$ cat src/rtl/pulse_pkg.sv
// pulse generator shared types
package pulse_pkg;

	localparam int SAMPLE_W = 16;  // one signed I or Q part
	localparam int ADDR_W = 10;    // sample memory address width

	// fixed depth of the I/Q modulator pipeline
	localparam int MOD_LAT = 4;

	typedef struct packed {
		logic signed [SAMPLE_W-1:0] i;
		logic signed [SAMPLE_W-1:0] q;
	} iq_t;

	typedef struct packed {
		logic [ADDR_W-1:0] env_start;
		logic [ADDR_W-1:0] env_len;  // zero means no samples
		logic [ADDR_W-1:0] car_start;
		iq_t amp;
	} pulse_cmd_t;

	typedef enum logic {
		SEL_ENV = 1'b0,
		SEL_CAR = 1'b1
	} mem_sel_t;

	// broadcast to all elements, each keeps the writes for its own index
	typedef struct packed {
		logic en;
		logic [7:0] elem;
		mem_sel_t sel;
		logic [ADDR_W-1:0] addr;
		iq_t data;
	} mem_wr_t;

endpackage
$ cat src/rtl/element_sum.sv
// element stream adder tree
`timescale 1ns/1ps

module element_sum #(
	parameter int NELEM = 4
) (
	input  logic             elem,
	input  logic             rst_n,
	input  logic [NELEM-1:0] in_valid,
	input  pulse_pkg::iq_t   in_sample [NELEM],
	output logic             out_valid,
	output pulse_pkg::iq_t   out_sample
);

	localparam int LVL = $clog2(NELEM);

	pulse_pkg::iq_t leaf [NELEM];     // idle elements count as zero
	pulse_pkg::iq_t node [1:NELEM-1]; // node k sums children 2k and 2k+1
	logic [LVL:0] vld_sr;

	for (genvar e = 0; e < NELEM; e++) begin : g_leaf
		assign leaf[e] = in_valid[e] ? in_sample[e] : '0;
	end

	for (genvar k = 1; k < NELEM; k++) begin : g_node
		pulse_pkg::iq_t a;
		pulse_pkg::iq_t b;
		if (2 * k >= NELEM) begin : g_from_leaf
			assign a = leaf[2*k-NELEM];
			assign b = leaf[2*k+1-NELEM];
		end else begin : g_from_node
			assign a = node[2*k];
			assign b = node[2*k+1];
		end
		always_ff @(posedge elem) begin
			node[k].i <= a.i + b.i;  // wraps at 16 bits, no overflow check
			node[k].q <= a.q + b.q;
		end
	end

	always_ff @(posedge elem) begin
		out_sample <= node[1];
	end

	// valid follows the tree depth plus the output register
	always_ff @(posedge elem or negedge rst_n) begin
		if (!rst_n) begin
			vld_sr <= '0;
		end else begin
			vld_sr <= {vld_sr[LVL-1:0], |in_valid};
		end
	end

	assign out_valid = vld_sr[LVL];

endmodule

$ cat config.mk
export PLATFORM = sky130hd
export DESIGN_NAME = element_sum
export DESIGN_NICKNAME = d
export VERILOG_FILES = /design/src/rtl/pulse_pkg.sv /design/src/rtl/element_sum.sv
export SDC_FILE = /design/constraint.sdc
export NUM_CORES = 1
export LEC_CHECK = 0
export BUFFER_PORTS_ARGS = -buffer_cell sky130_fd_sc_hd__buf_2
export CAP_MARGIN = 15
export CORE_AREA = 2 2 163 165
export CTS_BUF_LIST = sky130_fd_sc_hd__clkbuf_4 sky130_fd_sc_hd__clkbuf_8
export CTS_CLUSTER_SIZE = 40
export DETAILED_ROUTE_END_ITERATION = 8
export DIE_AREA = 0 0 165 167
export GPL_TIMING_DRIVEN = 0
export PLACE_DENSITY = 0.57
export SYNTH_ARGS = -nofsm -noshare
export SYNTH_HDL_FRONTEND = slang
export SYNTH_SLANG_ARGS = --single-unit
export TNS_END_PERCENT = 5
$ cat constraint.sdc
create_clock -name elem -period 2.54 [get_ports elem]
set_input_delay 0.381 -clock elem [delete_from_list [all_inputs] [get_ports elem]]
set_output_delay 0.381 -clock elem [all_outputs]
set_load 0.1 [all_outputs]
==> qor.csv <==
metric;value;unit
worst_slew_pin_slew;0.510;ns
ff2ff_setup_slack;0.34;ns
setup-violations-final;0;
period_needed;2.48;ns
via_per_inst;4.52;
vias;6105;
cts_setup_buffers;0;
place_inst;1319;
startpoint_type;input pin;
cp_max_fo;10;
drc;0;
gp_congestion;0.848;
dieHeight;167;um
synth_edf_count;0;
ys_warn_count;0;
synthToLayoutAreaGrowth;21.9;%
fin_worst_skew;0.0134;ns
synth_compound_area_share;19.7;%
ys_seq_elements;131;
synth_top_family_by_area;compound AO/OA/AOI/OAI gates;
pin_count;167;
synth-async-reset-ratio;2.29;%
wl_per_cell;13.9;um
fin_area;0.00925;mm^2
cellLeakagePower;4.37;nW
cts_sinks;131;
yosys.area_share.simple;18.3;%
synth_area;0.00759;mm^2
arrival;2.79;ns
rows;59;
rsz0062_at_grt;true;
postRouteAntennaNets;0;
synth-adder-area-share;16.4;%
yosysUniqueCellTypes;51;
cts_tree;done;
grt_pass1_vias;6114;
yosysSeqAreaShare;34.8;%
dieArea;0.0276;mm^2
clockRootBuffer;clkbuf_8;
hold_class;in2reg;
syn_nets;1048;
final_common_cell;buf_2;
insertion_delay;0.44;ns
fmax;403;MHz
placed_area;0.00884;mm^2
mostFrequentLayoutCells;buf_2, dfxtp_1, and2_1;
numCtsBuffers;17;
drt_iter0_drc;232;
grt_max_degree;17;
synth_xor_area_share;9.35;%
grt_pass1_wl;30000;um
gr-usage-all-layers;13.9;%
outcome;completed;
gr-total-overflow;0;
fin_cells;1352;
regToRegEndpoint;node[1][14];
avgSynthCellArea;9.28;um^2
max_slew_margin;66.2;%
firstDrtPassIters;4;
hold_violations;0;
drive_gt1_share;22.3;%
end_kind;flip-flop;
setup_tns;0;ns
synthMuxAreaShare;0.528;%
ys.flop_type;dfxtp_1;
r2r-start;node[3][0];
drv_slew;0;
nNetsFinal;1233;
clk_pin_slew;0.08;ns
die_w;165;um
fin_util;35.9;%
drt-total-wl;18800;um
power.total;8.27;mW
critical_path_class;in2reg;
holdPathStages;2;
hold_start;in_valid[2];
power_density;894;mW/mm^2
whs_endpoint;vld_sr[0];
clock_path_buffers;2;
whs;0.213;ns
setup_ws;0.0562;ns
fp.coreArea;0.0258;mm^2
initial_core_util;29.4;%
synthCells;818;
dp_hpwl;15400;um
place_ws;-0.576;ns
vdd_drop_max;0.464;mV
antenna_found_initial;2;
htreeDepth;4;
maxCapViolCount;0;
worstPathRequired;2.85;ns
rr_worst_depth;8;
fin_crit_sh;97.8;%
io_buffers;166;
## routing by layer
layer  track usage, %  share of wire [%]  up-vias
li1                 -                  -     3260
met5                0                  0        -
met2             21.6                 44      126
met4             4.95                1.6        0
met1             19.2                 50     2700
met3             2.67                4.2       19
## cells in the mapped netlist (2+ instances only)
master,number,area [um^2]
a211o_1,4,35.0
a211oi_1,16,120
a211oi_2,2,25.0
a21o_1,30,225
a21oi_1,60,300
a21oi_2,2,17.5
a31o_1,2,17.5
a31oi_1,6,37.5
and2_1,121,757
and3_1,2,12.5
clkbuf_1,13,48.8
dfrtp_1,3,75.1
dfxtp_1,128,2560
fa_1,6,120
ha_1,90,1130
inv_1,7,26.3
mux2i_1,4,40.0
nand2_1,47,176
nand2b_1,12,75.1
nand3_1,9,45.0
nand4_1,5,31.3
nor2_1,42,158
nor2b_1,6,37.5
nor3_1,8,40.0
nor3b_1,3,22.5
o211ai_1,6,45.0
o21a_1,12,90.1
o21ai_0,47,235
o21ai_1,13,65.1
o21bai_1,7,52.6
o22ai_1,2,12.5
o41ai_2,5,81.3
xnor2_1,58,508
xor2_1,23,201
## critical path, cell delays in order
cell and delay (ns):
buf_2 0.13, clkbuf_1 0.24, and2_1 0.21, ha_1 0.25, fa_2 0.44, a211oi_2 0.26, o21ai_1 0.13, a31oi_2 0.25
nor3b_2 0.25, o41ai_2 0.09, xor2_1 0.16
## registers in the layout, indices dropped and copies added, names as in the netlist
signal and cells:
out_sample 32, vld_sr 3, node 96
## how the worst max path moves through the flow
stage / startpoint / to / slack [ns] / depth (start not counted)
detailed placement: in_valid[1] / node[2][30] / -0.58 / 11
CTS: in_valid[0] / node[2][14] / 0.007 / 11
global placement: in_valid[1] / node[2][14] / -0.58 / 11
finish: in_valid[3] / node[3][14] / 0.06 / 11
global route: in_valid[3] / node[3][14] / -0.07 / 11
floorplan: in_valid[3] / node[3][14] / 0.06 / 10
## cell families (layout without fill, tap and decap cells)
kind of cell / Yosys count / count (layout)
and+or+nand+nor: 259 / 259
other: 0 / 2
xor gates and xnor gates: 81 / 81
muxes: 4 / 4
AOI/OAI and AO/OA: 227 / 227
buffers and inverters: 20 / 217
DFF: 131 / 131
adders and majority gates: 96 / 96
## power breakdown
part	switching (mW)	internal (mW)
registers	0.194	2.71
logic	2.79	0.943
clock network	0.859	0.776
## repair_timing
action / CTS / global route
pin swaps: 0 / 2
cloned: 0 / 0
setup endpoints to repair: 4 / 9
resized for setup: 5 / 11
endpoints found under the hold margin: 3 / 0
hold buffers: 1 / 0
## area by class of cell
type / instances / area, um^2
flip-flops and latches: 131 / 2640
clock inverters: 14 / 129
repair buffers: 167 / 841
diodes: 2 / 5.00
fillers: 2673 / 16500
multi-input cells: 667 / 4900
clock buffers: 17 / 234
plain buffers: 12 / 51.3
well taps: 335 / 419
inverters: 7 / 26.3
Power figures use the tool's default switching activity.
